--- config.mk ---
export PLATFORM = sky130hd
export DESIGN_NAME = clint_flat
export DESIGN_NICKNAME = d
export VERILOG_FILES = /design/src/verilog/soc_pkg.sv /design/src/verilog/mem_bus_if.sv /design/src/verilog/clint.sv /design/src/flat_wrapper.sv
export SDC_FILE = /design/constraint.sdc
export NUM_CORES = 1
export LEC_CHECK = 0
export ABC_AREA = 1
export CORE_MARGIN = 2
export CORE_UTILIZATION = 46
export CTS_CLUSTER_SIZE = 40
export DETAILED_ROUTE_END_ITERATION = 6
export DONT_BUFFER_PORTS = 1
export PLACE_DENSITY = 0.64
export REMOVE_ABC_BUFFERS = 1
export SYNTH_ARGS = -nofsm -noshare
export SYNTH_HDL_FRONTEND = slang
export SYNTH_SLANG_ARGS = --single-unit
--- constraint.sdc ---
create_clock -name clock -period 1.75 [get_ports clock]
set_input_delay 0.0875 -clock clock [delete_from_list [all_inputs] [get_ports clock]]
set_output_delay 0.0875 -clock clock [all_outputs]
set_load 0.005 [all_outputs]
--- src/verilog/soc_pkg.sv ---
package soc_pkg;

  localparam int addr_width = 32;
  localparam int data_width = 32;
  localparam int strb_width = 4;

  // block ram region, one word per four bytes
  localparam logic [addr_width-1 : 0] bram_base_addr = 32'h0000_0000;
  localparam logic [addr_width-1 : 0] bram_top_addr = 32'h0000_4000;
  localparam int bram_words = 4096;

  localparam logic [addr_width-1 : 0] print_base_addr = 32'h1000_0000;
  localparam logic [addr_width-1 : 0] print_top_addr = 32'h1000_0010;

  localparam logic [addr_width-1 : 0] print_data_off = 32'h0000_0000; // low byte is emitted
  localparam logic [addr_width-1 : 0] print_count_off = 32'h0000_0004; // characters sent so far

  localparam logic [addr_width-1 : 0] clint_base_addr = 32'h0200_0000;
  localparam logic [addr_width-1 : 0] clint_top_addr = 32'h0200_C000;

  localparam logic [addr_width-1 : 0] clint_msip_off = 32'h0000_0000;
  localparam logic [addr_width-1 : 0] clint_mtimecmp_lo_off = 32'h0000_4000;
  localparam logic [addr_width-1 : 0] clint_mtimecmp_hi_off = 32'h0000_4004;
  localparam logic [addr_width-1 : 0] clint_mtime_lo_off = 32'h0000_BFF8;
  localparam logic [addr_width-1 : 0] clint_mtime_hi_off = 32'h0000_BFFC;

  localparam logic [data_width-1 : 0] unmapped_rdata = 32'h0; // what a stray read returns

endpackage

--- src/verilog/mem_bus_if.sv ---
`timescale 1ns/1ns

interface mem_bus_if;

  logic [0 : 0] valid;
  logic [0 : 0] instr; // fetch rather than data access
  logic [soc_pkg::addr_width-1 : 0] addr;
  logic [soc_pkg::data_width-1 : 0] wdata;
  logic [soc_pkg::strb_width-1 : 0] wstrb; // zero means read
  logic [soc_pkg::data_width-1 : 0] rdata;
  logic [0 : 0] ready; // one cycle pulse, ends the transfer

  modport requester (
    output valid,
    output instr,
    output addr,
    output wdata,
    output wstrb,
    input  rdata,
    input  ready
  );

  modport responder (
    input  valid,
    input  instr,
    input  addr,
    input  wdata,
    input  wstrb,
    output rdata,
    output ready
  );

endinterface

--- src/verilog/clint.sv ---
`timescale 1ns/1ns

module clint (
  input  logic clock,
  input  logic rst_n,
  mem_bus_if.responder bus,
  output logic msip,
  output logic mtip,
  output logic [63 : 0] mtime
);

  logic [63 : 0] mtimecmp;
  logic access;
  logic wr_en;

  function automatic logic [31 : 0] merge_word(input logic [31 : 0] old_word,
                                               input logic [31 : 0] new_word,
                                               input logic [3 : 0] strb);
    logic [31 : 0] result;
    result = old_word;
    for (int i = 0; i < soc_pkg::strb_width; i++) begin
      if (strb[i] == 1) begin
        result[i*8 +: 8] = new_word[i*8 +: 8];
      end
    end
    return result;
  endfunction

  assign access = bus.valid & ~bus.ready;
  assign wr_en = access & (|bus.wstrb);

  always_ff @(posedge clock or negedge rst_n) begin
    if (!rst_n) begin
      bus.ready <= 0;
      msip <= 0;
      mtip <= 0;
      mtime <= '0;
      mtimecmp <= '1; // no timer interrupt until software sets a compare value
    end else begin
      bus.ready <= access;
      mtip <= (mtime >= mtimecmp);
      if (wr_en == 1 && bus.addr == soc_pkg::clint_mtime_lo_off) begin
        mtime <= {mtime[63 : 32], merge_word(mtime[31 : 0], bus.wdata, bus.wstrb)};
      end else if (wr_en == 1 && bus.addr == soc_pkg::clint_mtime_hi_off) begin
        mtime <= {merge_word(mtime[63 : 32], bus.wdata, bus.wstrb), mtime[31 : 0]};
      end else begin
        mtime <= mtime + 1; // a write replaces this cycle's tick
      end
      if (wr_en == 1 && bus.addr == soc_pkg::clint_mtimecmp_lo_off) begin
        mtimecmp[31 : 0] <= merge_word(mtimecmp[31 : 0], bus.wdata, bus.wstrb);
      end
      if (wr_en == 1 && bus.addr == soc_pkg::clint_mtimecmp_hi_off) begin
        mtimecmp[63 : 32] <= merge_word(mtimecmp[63 : 32], bus.wdata, bus.wstrb);
      end
      if (wr_en == 1 && bus.wstrb[0] == 1 && bus.addr == soc_pkg::clint_msip_off) begin
        msip <= bus.wdata[0];
      end
    end
  end

  always_ff @(posedge clock) begin
    if (access == 1) begin
      case (bus.addr)
        soc_pkg::clint_msip_off: bus.rdata <= {31'b0, msip};
        soc_pkg::clint_mtimecmp_lo_off: bus.rdata <= mtimecmp[31 : 0];
        soc_pkg::clint_mtimecmp_hi_off: bus.rdata <= mtimecmp[63 : 32];
        soc_pkg::clint_mtime_lo_off: bus.rdata <= mtime[31 : 0];
        soc_pkg::clint_mtime_hi_off: bus.rdata <= mtime[63 : 32];
        default: bus.rdata <= '0;
      endcase
    end
  end

  mtip_from_compare: assert property (@(posedge clock) disable iff (!rst_n)
    mtip && !$past(wr_en) |-> mtime > mtimecmp); // the count has already moved past the compare

endmodule

--- src/flat_wrapper.sv ---
// flat-port wrapper written by rule: the top's interface ports become plain ports
module clint_flat 
  (clock, rst_n, msip, mtip, mtime, bus_valid, bus_instr, bus_addr, bus_wdata, bus_wstrb, bus_rdata, bus_ready);
  mem_bus_if bus_i ();
  input  logic clock;
  input  logic rst_n;
  output logic msip;
  output logic mtip;
  output logic [63 : 0] mtime;
  input wire logic [$bits(bus_i.valid)-1:0] bus_valid;
  input wire logic [$bits(bus_i.instr)-1:0] bus_instr;
  input wire logic [$bits(bus_i.addr)-1:0] bus_addr;
  input wire logic [$bits(bus_i.wdata)-1:0] bus_wdata;
  input wire logic [$bits(bus_i.wstrb)-1:0] bus_wstrb;
  output wire logic [$bits(bus_i.rdata)-1:0] bus_rdata;
  output wire logic [$bits(bus_i.ready)-1:0] bus_ready;
  assign bus_i.valid = bus_valid;
  assign bus_i.instr = bus_instr;
  assign bus_i.addr = bus_addr;
  assign bus_i.wdata = bus_wdata;
  assign bus_i.wstrb = bus_wstrb;
  assign bus_rdata = bus_i.rdata;
  assign bus_ready = bus_i.ready;
  clint u_core (.clock(clock), .rst_n(rst_n), .bus(bus_i), .msip(msip), .mtip(mtip), .mtime(mtime));
endmodule
==> out/qor.csv <==
stage,metric,value,unit
floorplan,die_w,165,um
logic_synthesis,synth_compound_area_share,6.52,%
setup_path,cp.arrival,2.30,ns
cts,clock_latency,0.45,ns
cts,cts_hold_buf,38,
cts,path_clk_slew,0.08,ns
logic_synthesis,ys_seq_area_share,36.3,%
setup_path,crit_required,2.08,ns
final_layout,finalNetCount,2277,
floorplan,die_y,165,um
final_layout,multiInputGateArea,7790,um2
power_and_ir_drop,ir_worst_vdd,0.546,mV
worst_hold_path,hold_class,input port to async pin,
logic_synthesis,synthXorXnorAreaFrac,1.40,%
final_layout,final_common_cell,nand2_1,
route,wl,54.3,mm
final_layout,final-seq-area,4350,um2
route,drtIter0Drc,1884,
logic_synthesis,syn-cell-area,11900,um2
timing,final_hold_viol_count,131,
global_routing,grt_max_degree,132,
floorplan,die-area,27200,um2
place,portBuffers,0,
timing,finalMaxSlewViolations,0,
timing,whs,-0.665,ns
global_routing,track_usage,38.9,%
cts,htree_levels,4,
floorplan,rows,58,
job,maxCapViolations,0,
cts,cts_root_buffer,clkbuf_16,
route,vias,14400,
final_layout,fillCellCount,2057,
floorplan,coreArea,25300,um2
logic_synthesis,synthDistinctLibCells,40,
cts,cts_tree,done,
timing,worst_pin_slew,0.675,ns
logic_synthesis,synthAdderAreaFrac,6.83,%
route,drc_errors,0,
place,place_area,14700,um2
timing,final.period_utilization,112,%
setup_path,reg2reg_depth,11,
timing,fmax,509,MHz
global_routing,grt-ovfl-total,0,
route,wl_per_cell,21.9,um
setup_path,worst-path-max-fanout,4,
outcome,violations,"hold timing, setup timing",
final_layout,final_area,17800,um2
logic_synthesis,synth.area.mux_share,0,%
cts,cts-buffers-inserted,17,
final_layout,drive_gt1_share,36.9,%
global_routing,grt_pass1_wl,78.9,mm
floorplan,pin_count,171,
cts,cts_sinks,163,
final_layout,diodes,0,
power_and_ir_drop,finalPower,8.12,mW
timing,finalSetupViolCount,104,
logic_synthesis,yosys.area_share.simple,40.7,%
power_and_ir_drop,leakagePower,8.35,nW
setup_path,worstSetupPathType,flop to flop,
route,dr.pass1.iters,5,
logic_synthesis,syn_area_per_cell,6.84,um2
place,finalWeightedCongestion,0.964,
global_routing,antenna_found_initial,0,
final_layout,area_growth,49.5,%
global_routing,first_global_vias,13800,
logic_synthesis,ys_warn_count,0,
setup_path,startpoint_type,flop,
place,post-dp-hpwl,38.0,mm
timing,fin_ws,-0.216,ns
final_layout,layout_common_cells,"nand2_1 (452), buf_4 (328), nand3_1 (204), inv_1 (185), nor2_1 (112)",
logic_synthesis,synth_cells,1741,
logic_synthesis,synth_top_family_by_area,simple AND/OR/NAND/NOR gates,
timing,finalCriticalPeriod,1.97,ns
logic_synthesis,ys_seq_elements,163,
outcome,outcome,"finished, violations left",
floorplan,start_util,47.0,%
route,viasPerCell,5.81,
route,postRouteAntennaNets,0,
cts,clk_path_buf_depth,2,
setup_path,end_kind,flop,
power_and_ir_drop,power_density,456,nW/um2
timing,rsz0062_at_grt,yes,
timing,slew_headroom,54.8,%
timing,finClkSkew,0.0158,ns
[worst max-delay path, stage by stage (launching register included)]
cell and delay [ns]:
dfrtp_1 0.40, inv_1 0.08, nand2_2 0.08, a31oi_4 0.20, buf_12 0.15, nand3_4 0.14
buf_12 0.18, nor2_4 0.20, inv_4 0.10, buf_4 0.15, o21ai_1 0.11, nor2_1 0.05
[power by group]
group	switching, mW	internal (mW)	total, mW	leakage, nW
logic	0.218	0.159	0.377	6.42
registers	0.0155	3.91	3.92	1.67
clock network	1.83	1.99	3.82	0.263
total	2.07	6.05	8.12	8.35
[through the flow]
stage          utilization [%]  setup TNS [ns]  std cells  setup slack (ns)
2_1_floorplan                -         -100.04       1690             -1.20
3_3_place_gp              57.9           -5.78       2341            -0.437
3_5_place_dp              57.9           -5.75       2341            -0.465
4_1_cts                   66.3           -1.22       2465            -0.158
5_1_grt                   70.3          -17.98       2483            -0.278
6_report                  70.3          -11.06       2483            -0.216
[timing repair]
action | 4_1_cts | 5_1_grt
pin swaps | 40 | 76
endpoints found under the hold margin | 254 | 131
gates resized for setup | 195 | 223
cloned | 5 | 5
setup endpoints to repair | 76 | 123
buffers inserted | 49 | 17
[sequential cells by signal, summed over array words and instances (netlist names)]
signal	cells
u_core.mtime	64
u_core.bus.rdata	32
u_core.mtip	1
u_core.bus.ready	1
u_core.msip	1
u_core.mtimecmp	64
[routing by layer]
| metal | global-route usage (%) | wire [um] | vias to the layer above | part of all wire (%) |
|---|---|---|---|---|
| met3 | 6.20 | 5450 | 163 | 10 |
| li1 | - | - | 6555 | - |
| met4 | 13.0 | 1970 | 0 | 3.6 |
| met5 | 0 | 0 | - | 0 |
| met2 | 61.8 | 24500 | 859 | 45 |
| met1 | 54.0 | 22300 | 6851 | 41 |
[kinds of logic after synthesis]
| group | count (synthesis) |
|---|---|
| AO/OA/AOI/OAI | 145 |
| flip-flops | 163 |
| adder cells (fa/ha/maj) | 65 |
| AND/OR/NAND/NOR | 1098 |
| buffers and inverters | 251 |
| XOR/XNOR | 19 |
[cell type report]
class / instances / share of cell area [%]
multi-input cells: 1328 / 43.7
flip-flops and latches: 163 / 24.4
repair buffers: 430 / 22.1
inverters: 200 / 4.28
clock buffers: 19 / 2.43
well taps: 330 / 2.32
clock inverters: 13 / 0.710
[synth_stat cells (all sizes together)]
cell	n	area share (%)
or2	8	0.42
dfstp	64	14
dfrtp	67	14
clkinv	1	0.031
o21ai	95	4.0
nand2	532	17
a21oi	35	1.5
and2	3	0.16
a31oi	1	0.18
o211ai	8	0.50
edfxtp	32	8.1
clkbuf	25	0.79
xnor2	12	0.88
nand3	269	12
nor2b	1	0.053
o21a	2	0.13
buf	26	1.2
nand3b	5	0.32
xor2	7	0.51
nand4	80	4.2
nor3	12	0.64
nor2	184	6.1
nor4	4	0.21
a21o	1	0.063
inv	199	6.3
o21bai	3	0.19
ha	65	6.8
[worst paths after layout]
kind | from | endpoint | slack, ns
worst max-delay path | u_core.bus.ready | u_core.mtime[28] | -0.22
worst min-delay path | rst_n | u_core.mtime[34] | -0.66
worst max register to register | u_core.bus.ready | u_core.mtime[28] | -0.22
worst min register to register | u_core.mtimecmp[45] | u_core.mtimecmp[45] | 0.49
max in group asynchronous | rst_n | u_core.mtimecmp[53] | 2.03
min in group clock | bus_addr[13] | u_core.msip | 0.06
No activity file was read; power rests on OpenSTA's default activity.
