<file path="config.mk">
export PLATFORM = sky130hd
export DESIGN_NAME = bus_arbiter_flat
export DESIGN_NICKNAME = d
export VERILOG_FILES = /design/src/verilog/soc_pkg.sv /design/src/verilog/mem_bus_if.sv /design/src/verilog/bus_arbiter.sv /design/src/flat_wrapper.sv
export SDC_FILE = /design/constraint.sdc
export NUM_CORES = 1
export LEC_CHECK = 0
export BUFFER_PORTS_ARGS = -buffer_cell sky130_fd_sc_hd__buf_4
export CAP_MARGIN = 20
export CORE_AREA = 2 2 119 121
export CTS_BUF_LIST = sky130_fd_sc_hd__clkbuf_8
export CTS_CLUSTER_DIAMETER = 100
export DETAILED_ROUTE_END_ITERATION = 10
export DIE_AREA = 0 0 121 123
export GPL_TIMING_DRIVEN = 0
export PLACE_DENSITY = 0.54
export SLEW_MARGIN = 20
export SYNTH_ARGS = -nofsm -noshare
export SYNTH_HDL_FRONTEND = slang
export SYNTH_SLANG_ARGS = --single-unit
</file>
<file path="constraint.sdc">
create_clock -name clock -period 1.2 [get_ports clock]
set_input_delay 0.12 -clock clock [delete_from_list [all_inputs] [get_ports clock]]
set_output_delay 0.12 -clock clock [all_outputs]
set_load 0.01 [all_outputs]
</file>
<file path="src/verilog/soc_pkg.sv">
package soc_pkg;

  localparam int addr_width = 32;
  localparam int data_width = 32;
  localparam int strb_width = 4;

  // block ram region, one word per four bytes
  localparam logic [addr_width-1 : 0] bram_base_addr = 32'h0000_0000;
  localparam logic [addr_width-1 : 0] bram_top_addr = 32'h0000_4000;
  localparam int bram_words = 4096;

  localparam logic [addr_width-1 : 0] print_base_addr = 32'h1000_0000;
  localparam logic [addr_width-1 : 0] print_top_addr = 32'h1000_0010;

  localparam logic [addr_width-1 : 0] print_data_off = 32'h0000_0000; // low byte is emitted
  localparam logic [addr_width-1 : 0] print_count_off = 32'h0000_0004; // characters sent so far

  localparam logic [addr_width-1 : 0] clint_base_addr = 32'h0200_0000;
  localparam logic [addr_width-1 : 0] clint_top_addr = 32'h0200_C000;

  localparam logic [addr_width-1 : 0] clint_msip_off = 32'h0000_0000;
  localparam logic [addr_width-1 : 0] clint_mtimecmp_lo_off = 32'h0000_4000;
  localparam logic [addr_width-1 : 0] clint_mtimecmp_hi_off = 32'h0000_4004;
  localparam logic [addr_width-1 : 0] clint_mtime_lo_off = 32'h0000_BFF8;
  localparam logic [addr_width-1 : 0] clint_mtime_hi_off = 32'h0000_BFFC;

  localparam logic [data_width-1 : 0] unmapped_rdata = 32'h0; // what a stray read returns

endpackage

</file>
<file path="src/verilog/mem_bus_if.sv">
`timescale 1ns/1ns

interface mem_bus_if;

  logic [0 : 0] valid;
  logic [0 : 0] instr; // fetch rather than data access
  logic [soc_pkg::addr_width-1 : 0] addr;
  logic [soc_pkg::data_width-1 : 0] wdata;
  logic [soc_pkg::strb_width-1 : 0] wstrb; // zero means read
  logic [soc_pkg::data_width-1 : 0] rdata;
  logic [0 : 0] ready; // one cycle pulse, ends the transfer

  modport requester (
    output valid,
    output instr,
    output addr,
    output wdata,
    output wstrb,
    input  rdata,
    input  ready
  );

  modport responder (
    input  valid,
    input  instr,
    input  addr,
    input  wdata,
    input  wstrb,
    output rdata,
    output ready
  );

endinterface

</file>
<file path="src/verilog/bus_arbiter.sv">
`timescale 1ns/1ns

module bus_arbiter (
  input logic clock,
  input logic rst_n,
  mem_bus_if.responder m0,
  mem_bus_if.responder m1,
  mem_bus_if.requester shared
);

  logic busy;
  logic owner; // 1 when m1 holds the bus
  logic last; // requester served most recently
  logic pick;

  always_comb begin
    if (m0.valid == 1 && m1.valid == 1) begin
      pick = ~last; // both waiting, the other one goes first
    end else begin
      pick = m1.valid;
    end
  end

  always_ff @(posedge clock or negedge rst_n) begin
    if (!rst_n) begin
      busy <= 0;
      owner <= 0;
      last <= 1;
    end else if (busy == 0) begin
      if (m0.valid == 1 || m1.valid == 1) begin
        busy <= 1;
        owner <= pick;
      end
    end else if (shared.ready == 1) begin
      busy <= 0;
      last <= owner;
    end
  end

  always_comb begin
    if (owner == 1) begin
      shared.valid = busy & m1.valid;
      shared.instr = m1.instr;
      shared.addr = m1.addr;
      shared.wdata = m1.wdata;
      shared.wstrb = m1.wstrb;
    end else begin
      shared.valid = busy & m0.valid;
      shared.instr = m0.instr;
      shared.addr = m0.addr;
      shared.wdata = m0.wdata;
      shared.wstrb = m0.wstrb;
    end
  end

  always_comb begin
    m0.ready = busy & ~owner & shared.ready;
    m1.ready = busy & owner & shared.ready;
    m0.rdata = owner ? '0 : shared.rdata;
    m1.rdata = owner ? shared.rdata : '0;
  end

  // the granted requester has to keep its request up until the responder answers
  hold_until_ready: assert property (@(posedge clock) disable iff (!rst_n)
    busy |-> shared.valid);

endmodule

</file>
<file path="src/flat_wrapper.sv">
// flat-port wrapper written by rule: the top's interface ports become plain ports
module bus_arbiter_flat 
  (clock, rst_n, m0_valid, m0_instr, m0_addr, m0_wdata, m0_wstrb, m0_rdata, m0_ready, m1_valid, m1_instr, m1_addr, m1_wdata, m1_wstrb, m1_rdata, m1_ready, shared_valid, shared_instr, shared_addr, shared_wdata, shared_wstrb, shared_rdata, shared_ready);
  mem_bus_if m0_i ();
  mem_bus_if m1_i ();
  mem_bus_if shared_i ();
  input logic clock;
  input logic rst_n;
  input wire logic [$bits(m0_i.valid)-1:0] m0_valid;
  input wire logic [$bits(m0_i.instr)-1:0] m0_instr;
  input wire logic [$bits(m0_i.addr)-1:0] m0_addr;
  input wire logic [$bits(m0_i.wdata)-1:0] m0_wdata;
  input wire logic [$bits(m0_i.wstrb)-1:0] m0_wstrb;
  output wire logic [$bits(m0_i.rdata)-1:0] m0_rdata;
  output wire logic [$bits(m0_i.ready)-1:0] m0_ready;
  input wire logic [$bits(m1_i.valid)-1:0] m1_valid;
  input wire logic [$bits(m1_i.instr)-1:0] m1_instr;
  input wire logic [$bits(m1_i.addr)-1:0] m1_addr;
  input wire logic [$bits(m1_i.wdata)-1:0] m1_wdata;
  input wire logic [$bits(m1_i.wstrb)-1:0] m1_wstrb;
  output wire logic [$bits(m1_i.rdata)-1:0] m1_rdata;
  output wire logic [$bits(m1_i.ready)-1:0] m1_ready;
  output wire logic [$bits(shared_i.valid)-1:0] shared_valid;
  output wire logic [$bits(shared_i.instr)-1:0] shared_instr;
  output wire logic [$bits(shared_i.addr)-1:0] shared_addr;
  output wire logic [$bits(shared_i.wdata)-1:0] shared_wdata;
  output wire logic [$bits(shared_i.wstrb)-1:0] shared_wstrb;
  input wire logic [$bits(shared_i.rdata)-1:0] shared_rdata;
  input wire logic [$bits(shared_i.ready)-1:0] shared_ready;
  assign m0_i.valid = m0_valid;
  assign m0_i.instr = m0_instr;
  assign m0_i.addr = m0_addr;
  assign m0_i.wdata = m0_wdata;
  assign m0_i.wstrb = m0_wstrb;
  assign m0_rdata = m0_i.rdata;
  assign m0_ready = m0_i.ready;
  assign m1_i.valid = m1_valid;
  assign m1_i.instr = m1_instr;
  assign m1_i.addr = m1_addr;
  assign m1_i.wdata = m1_wdata;
  assign m1_i.wstrb = m1_wstrb;
  assign m1_rdata = m1_i.rdata;
  assign m1_ready = m1_i.ready;
  assign shared_valid = shared_i.valid;
  assign shared_instr = shared_i.instr;
  assign shared_addr = shared_i.addr;
  assign shared_wdata = shared_i.wdata;
  assign shared_wstrb = shared_i.wstrb;
  assign shared_i.rdata = shared_rdata;
  assign shared_i.ready = shared_ready;
  bus_arbiter u_core (.clock(clock), .rst_n(rst_n), .m0(m0_i), .m1(m1_i), .shared(shared_i));
endmodule
</file>
==> run_results.csv <==
group,metric,value,unit
yosys,yosysWarningCount,0,
placement,hpwl,7460,um
grt,antenna_found_initial,0,
yosys,avgSynthCellArea,10.4,um2
hold_path,hold_path_depth,2,
sta,slew_headroom,88.4,%
pwr,pwr_density_cell,1080,nW/um2
sta,final_hold_viol_count,0,
sta,fin_crit_sh,128,%
routing,drtPass1Iterations,4,
critical_path,rr_endpoint,"u_core.owner$_DFFE_PN0P_",
critical_path,critPathLaunch,"u_core.owner$_DFFE_PN0P_",
floorplan,die_h,123,um
hold_path,holdPathEnd,"u_core.busy$_DFF_PN0_",
placement,pre_cts_ws,-156,ps
critical_path,critPathSlowestCell,"dfrtp_1",
critical_path,crit_required,1080,ps
hold_path,hp-class,"in -> reg",
sta,tns,-33650,ps
clocking,cts_tree,"yes",
floorplan,fp-row-count,43,
yosys,synth_fp_nets,337,
finish,num-fill-cells,1382,
grt,track_usage,9.94,%
critical_path,reg2reg_depth,3,
clocking,clk_path_buf_depth,2,
floorplan,ios,311,
finish,stdcell_area,4650,um2
placement,placed_area,4230,um2
critical_path,r2r-start,"u_core.owner$_DFFE_PN0P_",
critical_path,cpMostUsedCell,"buf_4",
sta,worst_pin_slew,174,ps
clocking,h-tree-depth,1,
placement,gp_congestion,0.797,
grt,grt_pass1_vias,2486,
sta,fin_ws,-340,ps
finish,nets,657,
critical_path,end_kind,"output pin",
routing,vias,2481,
pwr,cellLeakagePower,2.54,nW
yosys,synth_area_leader_cell,"mux2_4",
yosys,syn_inst,162,
run_status,violations,"setup timing",
yosys,synth_edf_count,0,
yosys,synth_area_leaders,"mux2_4 56%, and2_1 12%, nor2b_1 12%",
yosys,synthFlopType,"dfrtp_1",
critical_path,crit_chain,"buf_4, buf_12, bufbuf_16, nor2b_2, buf_4",
floorplan,core,13600,um2
finish,drive_above_1_share,86.3,%
finish,area_growth,176,%
critical_path,path_class,"reg -> out",
grt,grt_first_pass_wirelength,12000,um
floorplan,fp.dieW,121,um
sta,period_needed,1540,ps
routing,routed_wl,8840,um
floorplan,initial_core_util,12.4,%
run_status,status,"finished with violations",
placement,port_buffers,310,
critical_path,rrSetupSlack,100,ps
clocking,clk_latency,220,ps
sta,rsz0062_at_grt,"true",
hold_path,min_from,"m0_valid",
clocking,root_buffer,"clkbuf_8",
sta,fin_skew,2.66,ps
job,max-cap-violations,0,
pwr,peakVddDrop,0.488,mV
routing,ant_nets,0,
clocking,clk_pin_slew,30,ps
critical_path,arrival,1420,ps
critical_path,critPathMaxStageDelay,400,ps
yosys,synth_seq_cells,3,
yosys,synth_top_area_share,56.3,%
floorplan,die_area,14900,um2
grt,grt_max_degree,14,
pwr,p_total,0.00500,W
sta,max_clock_freq,0.649,GHz
critical_path,cp_max_fo,13,
finish,antenna_cells,0,
routing,drc,0,
yosys,ys_seq_area_share,4.54,%
routing,vias_per_cell,3.75,
yosys,synth_cell_types,19,
clocking,cts_buffers,3,
sta,setup_viol,136,
yosys,synth_area,1680,um2
routing,routedWlPerCell,13.4,um
routing,drtIter0Drc,36,
yosys,synthArstFlopShare,100,%
critical_path,start_kind,"register",
grt,gr-total-overflow,0,
sta,drv_slew,0,
clocking,cts_sinks,3,
==> layout by cell type (no fill, tap or decap), drive strengths merged, types with 2 or more instances in the layout <==
master | synthesis | routed
clkbuf | 3 | 5
bufbuf | 0 | 2
dfrtp | 2 | 2
nand2 | 2 | 2
inv | 1 | 2
buf | 12 | 325
nor2 | 2 | 2
and2 | 32 | 32
nor2b | 32 | 32
mux2 | 69 | 69
==> timing repair <==
item,4_1_cts,5_1_grt
cloned,3,0
resized for setup,37,39
endpoints found under the hold margin,3,0
hold buffers,1,0
setup endpoints to repair,136,136
setup buffers,1,0
==> logic make-up (layout without fill, tap and decap cells) <==
family	after synthesis	count (layout)	synth area share, %
AOI/OAI and AO/OA	3	3	1.56
DFF	3	3	4.54
muxes	70	70	60.9
and+or+nand+nor	70	70	25.4
buffers and inverters	16	335	7.59
==> where the power goes <==
| group | switching [W] | internal, W | leakage (nW) |
|---|---|---|---|
| logic | 0.00171 | 0.00285 | 2.48 |
| clock network | 0.0000709 | 0.000218 | 0.0269 |
| registers | 0.0000205 | 0.000131 | 0.0332 |
==> cells in the mapped netlist (2+ instances only) <==
cell type / n
and2_1: 32
buf_2: 3
buf_6: 8
clkbuf_1: 3
dfrtp_1: 2
mux2_2: 6
mux2_4: 63
nand2_1: 2
nor2_1: 2
nor2b_1: 32
==> metrics by stage <==
| step | util, % | std cells | hold WS, ps |
|---|---|---|---|
| floorplan | - | 162 | -176 |
| global placement | 31.1 | 652 | -91.2 |
| detailed placement | 31.1 | 652 | -90.0 |
| CTS | 33.2 | 661 | 148 |
| global route | 34.2 | 661 | 172 |
| finish | 34.2 | 661 | 145 |
==> state kept, by name, summed over array words and instances (netlist names) <==
name	flops
u_core.busy	1
u_core.owner	1
u_core.last	1
==> cell type report <==
type	count	area, um2	share of cell area, %
well taps	180	225	4.84
multi-input cells	143	1540	33.1
repair buffers	315	2540	54.6
flip-flops and latches	3	76.3	1.64
clock inverters	1	3.75	0.0807
inverters	1	3.75	0.0807
plain buffers	15	221	4.76
clock buffers	3	41.3	0.888
==> worst max-delay path by stage <==
stage | end | cells after the start
after CTS | shared_wdata[3] | 4
after global placement | shared_wdata[3] | 4
after floorplan | shared_addr[10] | 3
after detailed placement | shared_addr[26] | 4
after global routing | m0_rdata[6] | 5
final | m0_rdata[6] | 5
==> critical path, delay by kind of cell (launching register included) <==
kind                   cells  cell delay (ps)
buffers and inverters      4              690
DFF                        1              400
and+or+nand+nor            1              110
==> per-layer routing <==
layer / vias to the layer above / part of all wire, % / track usage (%) / routed length [um]
li1: 1190 / - / - / -
met1: 1110 / 34 / 10.5 / 3030
met2: 175 / 54 / 20.3 / 4800
met3: 6 / 11 / 2.12 / 950
met4: 0 / 0.68 / 1.60 / 60
met5: - / 0 / 0 / 0
Note: power is estimated with default switching activity, not from simulation.
