<file path="config.mk">
export PLATFORM = sky130hd
export DESIGN_NAME = addr_decoder_flat
export DESIGN_NICKNAME = d
export VERILOG_FILES = /design/src/verilog/soc_pkg.sv /design/src/verilog/mem_bus_if.sv /design/src/verilog/addr_decoder.sv /design/src/flat_wrapper.sv
export SDC_FILE = /design/constraint.sdc
export NUM_CORES = 1
export LEC_CHECK = 0
export BUFFER_PORTS_ARGS = -buffer_cell sky130_fd_sc_hd__buf_4
export CAP_MARGIN = 20
export CORE_AREA = 10 10 151 153
export CTS_CLUSTER_SIZE = 8
export DETAILED_ROUTE_END_ITERATION = 16
export DIE_AREA = 0 0 161 163
export SYNTH_ARGS = -nofsm -noshare
export SYNTH_HDL_FRONTEND = slang
export SYNTH_SLANG_ARGS = --single-unit
</file>
<file path="constraint.sdc">
create_clock -name clock -period 3.42 [get_ports clock]
set_input_delay 0.684 -clock clock [delete_from_list [all_inputs] [get_ports clock]]
set_output_delay 0.684 -clock clock [all_outputs]
set_load 0.02 [all_outputs]
</file>
<file path="src/verilog/soc_pkg.sv">
package soc_pkg;

  localparam int addr_width = 32;
  localparam int data_width = 32;
  localparam int strb_width = 4;

  // block ram region, one word per four bytes
  localparam logic [addr_width-1 : 0] bram_base_addr = 32'h0000_0000;
  localparam logic [addr_width-1 : 0] bram_top_addr = 32'h0000_4000;
  localparam int bram_words = 4096;

  localparam logic [addr_width-1 : 0] print_base_addr = 32'h1000_0000;
  localparam logic [addr_width-1 : 0] print_top_addr = 32'h1000_0010;

  localparam logic [addr_width-1 : 0] print_data_off = 32'h0000_0000; // low byte is emitted
  localparam logic [addr_width-1 : 0] print_count_off = 32'h0000_0004; // characters sent so far

  localparam logic [addr_width-1 : 0] clint_base_addr = 32'h0200_0000;
  localparam logic [addr_width-1 : 0] clint_top_addr = 32'h0200_C000;

  localparam logic [addr_width-1 : 0] clint_msip_off = 32'h0000_0000;
  localparam logic [addr_width-1 : 0] clint_mtimecmp_lo_off = 32'h0000_4000;
  localparam logic [addr_width-1 : 0] clint_mtimecmp_hi_off = 32'h0000_4004;
  localparam logic [addr_width-1 : 0] clint_mtime_lo_off = 32'h0000_BFF8;
  localparam logic [addr_width-1 : 0] clint_mtime_hi_off = 32'h0000_BFFC;

  localparam logic [data_width-1 : 0] unmapped_rdata = 32'h0; // what a stray read returns

endpackage

</file>
<file path="src/verilog/mem_bus_if.sv">
`timescale 1ns/1ns

interface mem_bus_if;

  logic [0 : 0] valid;
  logic [0 : 0] instr; // fetch rather than data access
  logic [soc_pkg::addr_width-1 : 0] addr;
  logic [soc_pkg::data_width-1 : 0] wdata;
  logic [soc_pkg::strb_width-1 : 0] wstrb; // zero means read
  logic [soc_pkg::data_width-1 : 0] rdata;
  logic [0 : 0] ready; // one cycle pulse, ends the transfer

  modport requester (
    output valid,
    output instr,
    output addr,
    output wdata,
    output wstrb,
    input  rdata,
    input  ready
  );

  modport responder (
    input  valid,
    input  instr,
    input  addr,
    input  wdata,
    input  wstrb,
    output rdata,
    output ready
  );

endinterface

</file>
<file path="src/verilog/addr_decoder.sv">
`timescale 1ns/1ns

module addr_decoder (
  input logic clock,
  input logic rst_n,
  mem_bus_if.responder shared,
  mem_bus_if.requester bram_bus,
  mem_bus_if.requester print_bus,
  mem_bus_if.requester clint_bus
);

  logic [soc_pkg::addr_width-1 : 0] base_addr;
  logic [soc_pkg::addr_width-1 : 0] offset_addr;
  logic unmapped;
  logic unmapped_ready;

  always_comb begin
    bram_bus.valid = 0;
    print_bus.valid = 0;
    clint_bus.valid = 0;
    base_addr = '0;
    unmapped = 0;
    if (shared.addr >= soc_pkg::clint_base_addr && shared.addr < soc_pkg::clint_top_addr) begin
      clint_bus.valid = shared.valid;
      base_addr = soc_pkg::clint_base_addr;
    end else if (shared.addr >= soc_pkg::print_base_addr &&
                 shared.addr < soc_pkg::print_top_addr) begin
      print_bus.valid = shared.valid;
      base_addr = soc_pkg::print_base_addr;
    end else if (shared.addr >= soc_pkg::bram_base_addr &&
                 shared.addr < soc_pkg::bram_top_addr) begin
      bram_bus.valid = shared.valid;
      base_addr = soc_pkg::bram_base_addr;
    end else begin
      unmapped = 1;
    end
    offset_addr = shared.addr - base_addr; // responders see region offsets only

    bram_bus.instr = shared.instr;
    bram_bus.addr = offset_addr;
    bram_bus.wdata = shared.wdata;
    bram_bus.wstrb = shared.wstrb;

    print_bus.instr = shared.instr;
    print_bus.addr = offset_addr;
    print_bus.wdata = shared.wdata;
    print_bus.wstrb = shared.wstrb;

    clint_bus.instr = shared.instr;
    clint_bus.addr = offset_addr;
    clint_bus.wdata = shared.wdata;
    clint_bus.wstrb = shared.wstrb;
  end

  always_ff @(posedge clock or negedge rst_n) begin
    if (!rst_n) begin
      unmapped_ready <= 0;
    end else begin
      unmapped_ready <= shared.valid & unmapped & ~unmapped_ready; // answer stray accesses here
    end
  end

  always_comb begin
    if (bram_bus.ready == 1) begin
      shared.rdata = bram_bus.rdata;
      shared.ready = 1;
    end else if (print_bus.ready == 1) begin
      shared.rdata = print_bus.rdata;
      shared.ready = 1;
    end else if (clint_bus.ready == 1) begin
      shared.rdata = clint_bus.rdata;
      shared.ready = 1;
    end else if (unmapped_ready == 1) begin
      shared.rdata = soc_pkg::unmapped_rdata;
      shared.ready = 1;
    end else begin
      shared.rdata = '0;
      shared.ready = 0;
    end
  end

  one_responder: assert property (@(posedge clock) disable iff (!rst_n)
    $onehot0({bram_bus.ready, print_bus.ready, clint_bus.ready, unmapped_ready}));

endmodule

</file>
<file path="src/flat_wrapper.sv">
// flat-port wrapper written by rule: the top's interface ports become plain ports
module addr_decoder_flat 
  (clock, rst_n, shared_valid, shared_instr, shared_addr, shared_wdata, shared_wstrb, shared_rdata, shared_ready, bram_bus_valid, bram_bus_instr, bram_bus_addr, bram_bus_wdata, bram_bus_wstrb, bram_bus_rdata, bram_bus_ready, print_bus_valid, print_bus_instr, print_bus_addr, print_bus_wdata, print_bus_wstrb, print_bus_rdata, print_bus_ready, clint_bus_valid, clint_bus_instr, clint_bus_addr, clint_bus_wdata, clint_bus_wstrb, clint_bus_rdata, clint_bus_ready);
  mem_bus_if shared_i ();
  mem_bus_if bram_bus_i ();
  mem_bus_if print_bus_i ();
  mem_bus_if clint_bus_i ();
  input logic clock;
  input logic rst_n;
  input wire logic [$bits(shared_i.valid)-1:0] shared_valid;
  input wire logic [$bits(shared_i.instr)-1:0] shared_instr;
  input wire logic [$bits(shared_i.addr)-1:0] shared_addr;
  input wire logic [$bits(shared_i.wdata)-1:0] shared_wdata;
  input wire logic [$bits(shared_i.wstrb)-1:0] shared_wstrb;
  output wire logic [$bits(shared_i.rdata)-1:0] shared_rdata;
  output wire logic [$bits(shared_i.ready)-1:0] shared_ready;
  output wire logic [$bits(bram_bus_i.valid)-1:0] bram_bus_valid;
  output wire logic [$bits(bram_bus_i.instr)-1:0] bram_bus_instr;
  output wire logic [$bits(bram_bus_i.addr)-1:0] bram_bus_addr;
  output wire logic [$bits(bram_bus_i.wdata)-1:0] bram_bus_wdata;
  output wire logic [$bits(bram_bus_i.wstrb)-1:0] bram_bus_wstrb;
  input wire logic [$bits(bram_bus_i.rdata)-1:0] bram_bus_rdata;
  input wire logic [$bits(bram_bus_i.ready)-1:0] bram_bus_ready;
  output wire logic [$bits(print_bus_i.valid)-1:0] print_bus_valid;
  output wire logic [$bits(print_bus_i.instr)-1:0] print_bus_instr;
  output wire logic [$bits(print_bus_i.addr)-1:0] print_bus_addr;
  output wire logic [$bits(print_bus_i.wdata)-1:0] print_bus_wdata;
  output wire logic [$bits(print_bus_i.wstrb)-1:0] print_bus_wstrb;
  input wire logic [$bits(print_bus_i.rdata)-1:0] print_bus_rdata;
  input wire logic [$bits(print_bus_i.ready)-1:0] print_bus_ready;
  output wire logic [$bits(clint_bus_i.valid)-1:0] clint_bus_valid;
  output wire logic [$bits(clint_bus_i.instr)-1:0] clint_bus_instr;
  output wire logic [$bits(clint_bus_i.addr)-1:0] clint_bus_addr;
  output wire logic [$bits(clint_bus_i.wdata)-1:0] clint_bus_wdata;
  output wire logic [$bits(clint_bus_i.wstrb)-1:0] clint_bus_wstrb;
  input wire logic [$bits(clint_bus_i.rdata)-1:0] clint_bus_rdata;
  input wire logic [$bits(clint_bus_i.ready)-1:0] clint_bus_ready;
  assign shared_i.valid = shared_valid;
  assign shared_i.instr = shared_instr;
  assign shared_i.addr = shared_addr;
  assign shared_i.wdata = shared_wdata;
  assign shared_i.wstrb = shared_wstrb;
  assign shared_rdata = shared_i.rdata;
  assign shared_ready = shared_i.ready;
  assign bram_bus_valid = bram_bus_i.valid;
  assign bram_bus_instr = bram_bus_i.instr;
  assign bram_bus_addr = bram_bus_i.addr;
  assign bram_bus_wdata = bram_bus_i.wdata;
  assign bram_bus_wstrb = bram_bus_i.wstrb;
  assign bram_bus_i.rdata = bram_bus_rdata;
  assign bram_bus_i.ready = bram_bus_ready;
  assign print_bus_valid = print_bus_i.valid;
  assign print_bus_instr = print_bus_i.instr;
  assign print_bus_addr = print_bus_i.addr;
  assign print_bus_wdata = print_bus_i.wdata;
  assign print_bus_wstrb = print_bus_i.wstrb;
  assign print_bus_i.rdata = print_bus_rdata;
  assign print_bus_i.ready = print_bus_ready;
  assign clint_bus_valid = clint_bus_i.valid;
  assign clint_bus_instr = clint_bus_i.instr;
  assign clint_bus_addr = clint_bus_i.addr;
  assign clint_bus_wdata = clint_bus_i.wdata;
  assign clint_bus_wstrb = clint_bus_i.wstrb;
  assign clint_bus_i.rdata = clint_bus_rdata;
  assign clint_bus_i.ready = clint_bus_ready;
  addr_decoder u_core (.clock(clock), .rst_n(rst_n), .shared(shared_i), .bram_bus(bram_bus_i), .print_bus(print_bus_i), .clint_bus(clint_bus_i));
endmodule
</file>
==> results.sh, run 1 <==
export IMPL_peakVddDrop_v=0.0000691
export IMPL_drtIter0Drc=150
export IMPL_ys_seq_area_share_pct=1.04
export IMPL_top_register="u_core.unmapped_ready"
export IMPL_clkPwrFrac_pct=0
export IMPL_p_comb_share_pct=97.2
export IMPL_cp_start_kind="input port"
export IMPL_setup_violations_final=0
export IMPL_insertion_delay_ps=0
export IMPL_dp_hpwl_um=9850
export IMPL_io_buffers=249
export IMPL_worstSetupPathType="input port to output port"
export IMPL_crit_fanout=3
export IMPL_synth_area_um2=2400
export IMPL_initial_core_util_pct=12.0
export IMPL_fin_crit_sh_pct=99.5
export IMPL_syn_nets=528
export IMPL_area_growth_pct=34.0
export IMPL_via_per_inst=3.51
export IMPL_grt_total_usage_pct=7.48
export IMPL_yosys_warnings=0
export IMPL_r2r_cells=2
export IMPL_fmax_mhz=294
export IMPL_synthCells=354
export IMPL_final_antenna_net_count=0
export IMPL_stdcell_count=669
export IMPL_synth_area_leaders="buf_4 63%, a22oi_1 9.7%, nand2_1 5.6%, o21ai_1 4.2%, o21ai_0 2.5%"
export IMPL_placementRows=52
export IMPL_fin_util_pct=16.1
export IMPL_slew_violations=0
export IMPL_grt_max_degree=66
export IMPL_hold_viol_final=0
export IMPL_final_design_area_no_fill_um2=3210
export IMPL_cap_violations=0
export IMPL_die_w_um=161
export IMPL_first_pass_iters=4
export IMPL_placedCellCount=668
export IMPL_drc=0
export IMPL_ios=414
export IMPL_synth_top_cell_by_area="buf_4"
export IMPL_diodes=0
export IMPL_drive_above_1_share_pct=68.9
export IMPL_p_leak_nw=1.60
export IMPL_synth_top_area_share_pct=62.7
export IMPL_hold_ws_ps=466
export IMPL_worst_slew_pin_slew_ps=611
export IMPL_fp_dieH_um=163
export IMPL_wl_um=11500
export IMPL_power_density_nw_per_um2=159
export IMPL_finalPower_mw=0.511
export IMPL_largest_register_ffs=1
export IMPL_final_cell_mix="257 x buf_4, 36 x nand2_1, 31 x a22oi_1"
export IMPL_skew_ps=0
export IMPL_grt_antenna_before_repair=0
export IMPL_reg2reg_from="u_core.unmapped_ready$_DFF_PN0_"
export IMPL_wl_per_cell_um=17.2
export IMPL_ctsHoldBuffers=0
export IMPL_rsz0062_at_grt="true"
export IMPL_ys_types=29
export IMPL_intPower_mw=0.254
export IMPL_status="complete, no violations"
export IMPL_cts_clk_slew_worst_paths_ps=0
export IMPL_first_global_vias=2600
export IMPL_end_kind="output port"
export IMPL_yosys_register_bits=1
export IMPL_core_region_area_um2=19900
export IMPL_die_area_um2=26200
export IMPL_p_switching_mw=0.257
export IMPL_synth_avg_cell_area_um2=6.77
export IMPL_num_vias=2345
export IMPL_fin_nets=575
export IMPL_place_area_um2=3140
export IMPL_ff2ff_setup_slack_ps=2520
export IMPL_grt_pass1_wl_um=15600
export IMPL_hold_class="input port to async pin"
export IMPL_p_sw_share_pct=50.3
export IMPL_relSlewSlack_pct=59.3
export IMPL_mostFrequentLayoutCell="buf_4"
export IMPL_arrival_ps=2720
export IMPL_p_seq_share_pct=2.8
export IMPL_fin_crit_ps=3400
export IMPL_reg_top3="u_core.unmapped_ready (1)"
export IMPL_gp_congestion=0.763
export IMPL_timing_rr_end="u_core.unmapped_ready$_DFF_PN0_"
export IMPL_cp_required_ps=2740
export IMPL_gr_total_overflow=0
per-stage QoR:
| step | setup slack, ps | TNS (ps) |
|---|---|---|
| after floorplan | 22.5 | 0 |
| final | 18.1 | 0 |
| after global placement | -20.1 | -35.7 |
| after detailed placement | -18.1 | -30.3 |
| after CTS | 24.3 | 0 |
| after global routing | -61.9 | -259 |
logic make-up (layout without fill, tap and decap cells):
logic type	Yosys count	count (layout)	synth area share, %
fa+ha+maj	3	3	1.57
simple gates	59	59	12.1
compound gates	68	68	17.9
buf+inv	218	263	65.6
xor+xnor	5	5	1.83
flops	1	1	1.04
cell usage after synthesis, drive strengths merged:
cell type and n:
or3 1, or4 1, ha 3, o21ai 32
nand2b 3, xor2 4, dfrtp 1, and2 1
inv 4, a221oi 1, and3 2, nor2 6
a22oi 31, nor2b 1, nor3 1, a211oi 1
a21oi 2, a211o 1, xnor2 1, nand4 1
nand4b 1, nand2 36, clkbuf 10, nor4 5
buf 204
per-layer routing:
| metal | global-route usage (%) | routed length [um] |
|---|---|---|
| met4 | 1.82 | 311 |
| met5 | 0 | 0 |
| met3 | 4.27 | 1540 |
| met2 | 12.8 | 5540 |
| met1 | 7.78 | 4110 |
worst max-delay path, cell delays in order:
cell and delay, ps:
buf_4 110, or3_4 380, a211o_1 270, nor3_2 140, ha_2 240, ha_4 160, nand2b_4 50, a21oi_2 190
nand2_1 110, xnor2_2 210, buf_4 180
power groups by stage:
stage | clock network, mW | registers (mW) | logic, mW
after global placement | 0 | 0.0143 | 0.496
final | 0 | 0.0141 | 0.497
after CTS | 0 | 0.0143 | 0.502
after floorplan | 0 | 0.0130 | 0.474
after detailed placement | 0 | 0.0143 | 0.499
after global routing | 0 | 0.0142 | 0.532
worst max-delay path by stage:
stage | depth (start not counted) | startpoint | to | slack (ps)
after detailed placement | 11 | shared_addr[22] | bram_bus_addr[31] | -20
after floorplan | 9 | shared_addr[24] | clint_bus_addr[29] | 20
final | 11 | shared_addr[24] | print_bus_addr[31] | 20
after global placement | 11 | shared_addr[23] | bram_bus_addr[31] | -20
after global routing | 11 | shared_addr[24] | print_bus_addr[31] | -60
after CTS | 9 | shared_addr[4] | bram_bus_addr[30] | 20
cell type report:
class	count	area (um^2)
repair buffers	259	1960
inverters	4	15.0
flip-flops and latches	1	25.0
multi-input cells	135	872
well taps	270	338
fillers	2346	16700
what timing repair did:
item                                    4_1_cts  5_1_grt
pin swaps                                     0        3
buffers inserted                              0        1
endpoints found under the setup margin        6        9
cloned                                        0        0
gates resized for setup                       3        9
No activity file was read; power rests on OpenSTA's default activity.
==> run 2, diff against run 1 <==
--- a/config.mk
+++ b/config.mk
@@ -11,6 +11,7 @@
 export CTS_CLUSTER_SIZE = 8
 export DETAILED_ROUTE_END_ITERATION = 16
 export DIE_AREA = 0 0 161 163
+export PLACE_DENSITY = 0.48
 export SYNTH_ARGS = -nofsm -noshare
 export SYNTH_HDL_FRONTEND = slang
 export SYNTH_SLANG_ARGS = --single-unit
==> results.sh, run 2 (same netlist as run 1, synthesis figures left out) <==
export IMPL_rsz0062_at_grt="true"
export IMPL_final_antenna_net_count=0
export IMPL_hold_viol_final=0
export IMPL_p_sw_share_pct=49.3
export IMPL_fin_crit_ps=3400
export IMPL_hold_class="input port to async pin"
export IMPL_power_density_nw_per_um2=155
export IMPL_slew_violations=0
export IMPL_peakVddDrop_v=0.0000648
export IMPL_top_register="u_core.unmapped_ready"
export IMPL_seq_area_um2=25.0
export IMPL_ctsHoldBuffers=0
export IMPL_setup_slack_ps=20.2
export IMPL_die_w_um=161
export IMPL_fin_util_pct=16.9
export IMPL_grtUsageMet1_pct=7.50
export IMPL_insertion_delay_ps=0
export IMPL_area_growth_pct=40.7
export IMPL_gp_congestion=0.726
export IMPL_initial_core_util_pct=12.0
export IMPL_via_per_inst=3.37
export IMPL_final_cell_mix="272 x buf_4, 36 x nand2_1, 31 x a22oi_1"
export IMPL_grt_max_degree=66
export IMPL_worstSetupPathType="input port to output port"
export IMPL_p_seq_share_pct=2.6
export IMPL_grt_antenna_before_repair=2
export IMPL_fmax_mhz=294
export IMPL_place_ws_ps=-221
export IMPL_final_design_area_no_fill_um2=3370
export IMPL_fin_crit_sh_pct=99.4
export IMPL_setup_violations_final=0
export IMPL_p_switching_mw=0.258
export IMPL_gr_total_overflow=0
export IMPL_placementRows=52
export IMPL_fillers=2326
export IMPL_drtIter0Drc=157
export IMPL_hold_ws_ps=460
export IMPL_num_vias=2311
export IMPL_p_comb_share_pct=97.4
export IMPL_cts_clk_slew_worst_paths_ps=0
export IMPL_use_met2_pct=11.8
export IMPL_p_leak_nw=1.69
export IMPL_drive_above_1_share_pct=70.5
export IMPL_cp_required_ps=2740
export IMPL_cp_start_kind="input port"
export IMPL_first_pass_iters=4
export IMPL_intPower_mw=0.266
export IMPL_core_region_area_um2=19900
export IMPL_grt_met3_usage_pct=5.84
export IMPL_relSlewSlack_pct=55.2
export IMPL_cap_violations=0
export IMPL_arrival_ps=2720
export IMPL_setup_tns_final_ps=0
export IMPL_multi_input_area_um2=926
export IMPL_place_area_um2=3220
export IMPL_ios=414
export IMPL_end_kind="output port"
export IMPL_die_area_um2=26200
export IMPL_drc=0
export IMPL_fp_dieH_um=163
export IMPL_mostFrequentLayoutCell="buf_4"
export IMPL_io_buffers=249
export IMPL_fin_nets=590
export IMPL_grt_pass1_wl_um=15600
export IMPL_wl_per_cell_um=16.2
export IMPL_worst_slew_pin_slew_ps=673
export IMPL_dp_hpwl_um=9600
export IMPL_largest_register_ffs=1
export IMPL_crit_fanout=3
export IMPL_clkPwrFrac_pct=0
export IMPL_reg_top3="u_core.unmapped_ready (1)"
export IMPL_grt_total_usage_pct=7.32
export IMPL_gr_max_usage_layer="met2"
export IMPL_status="complete, no violations"
export IMPL_first_global_vias=2653
export IMPL_skew_ps=0
export IMPL_wl_um=11100
[run 2: power groups by stage]
| stage | clock network [mW] | registers [mW] | logic [mW] |
|---|---|---|---|
| 2_1_floorplan | 0 | 0.0130 | 0.474 |
| 3_3_place_gp | 0 | 0.0136 | 0.505 |
| 3_5_place_dp | 0 | 0.0136 | 0.505 |
| 4_1_cts | 0 | 0.0136 | 0.514 |
| 5_1_grt | 0 | 0.0139 | 0.548 |
| 6_report | 0.0000000392 | 0.0136 | 0.510 |
[run 2: stage by stage]
step | std cells | power (mW)
2_1_floorplan | 354 | 0.487
5_1_grt | 684 | 0.562
3_3_place_gp | 680 | 0.519
4_1_cts | 682 | 0.527
6_report | 685 | 0.524
3_5_place_dp | 680 | 0.518
[run 2: repair_timing]
action,CTS,global route
gates resized for setup,12,7
hold endpoints to repair,0,0
setup buffers,2,2
setup endpoints to repair,12,9
pin swaps,4,2
[run 2: final cells by class]
cell class                      instances  area share (%)
Timing Repair Buffer                  274            61.2
Inverter                                4           0.445
Tap cell                              270            10.0
Antenna cell                            1          0.0742
Sequential cell                         1           0.742
Multi-Input combinational cell        135            27.5
[run 2: per-layer routing]
layer  vias to the layer above  part of all wire [%]
met2                       241                    45
li1                       1093                     -
met4                         0                   1.0
met5                         -                     0
met1                       964                    35
met3                        13                    18
[run 2: final timing paths]
| check | cells past startpoint | slack, ps | endpoint | from |
|---|---|---|---|---|
| setup / recovery | 12 | 20 | print_bus_addr[29] | shared_addr[24] |
| min in group clock | 2 | 570 | u_core.unmapped_ready$_DFF_PN0_ | u_core.unmapped_ready$_DFF_PN0_ |
| hold reg to reg | 2 | 570 | u_core.unmapped_ready$_DFF_PN0_ | u_core.unmapped_ready$_DFF_PN0_ |
| max in group asynchronous | 1 | 2880 | u_core.unmapped_ready$_DFF_PN0_ | rst_n |
| hold / removal | 1 | 460 | u_core.unmapped_ready$_DFF_PN0_ | rst_n |
| setup reg to reg | 2 | 2560 | u_core.unmapped_ready$_DFF_PN0_ | u_core.unmapped_ready$_DFF_PN0_ |
[run 2: critical path, stage by stage]
cell      delay (ps)
buf_6             90
or3_4            370
a211o_1          270
nor3_2           200
ha_2             240
ha_4             150
nand2b_4          60
a21oi_4          110
buf_4            120
xor2_1           150
buf_4            150
buf_4            130
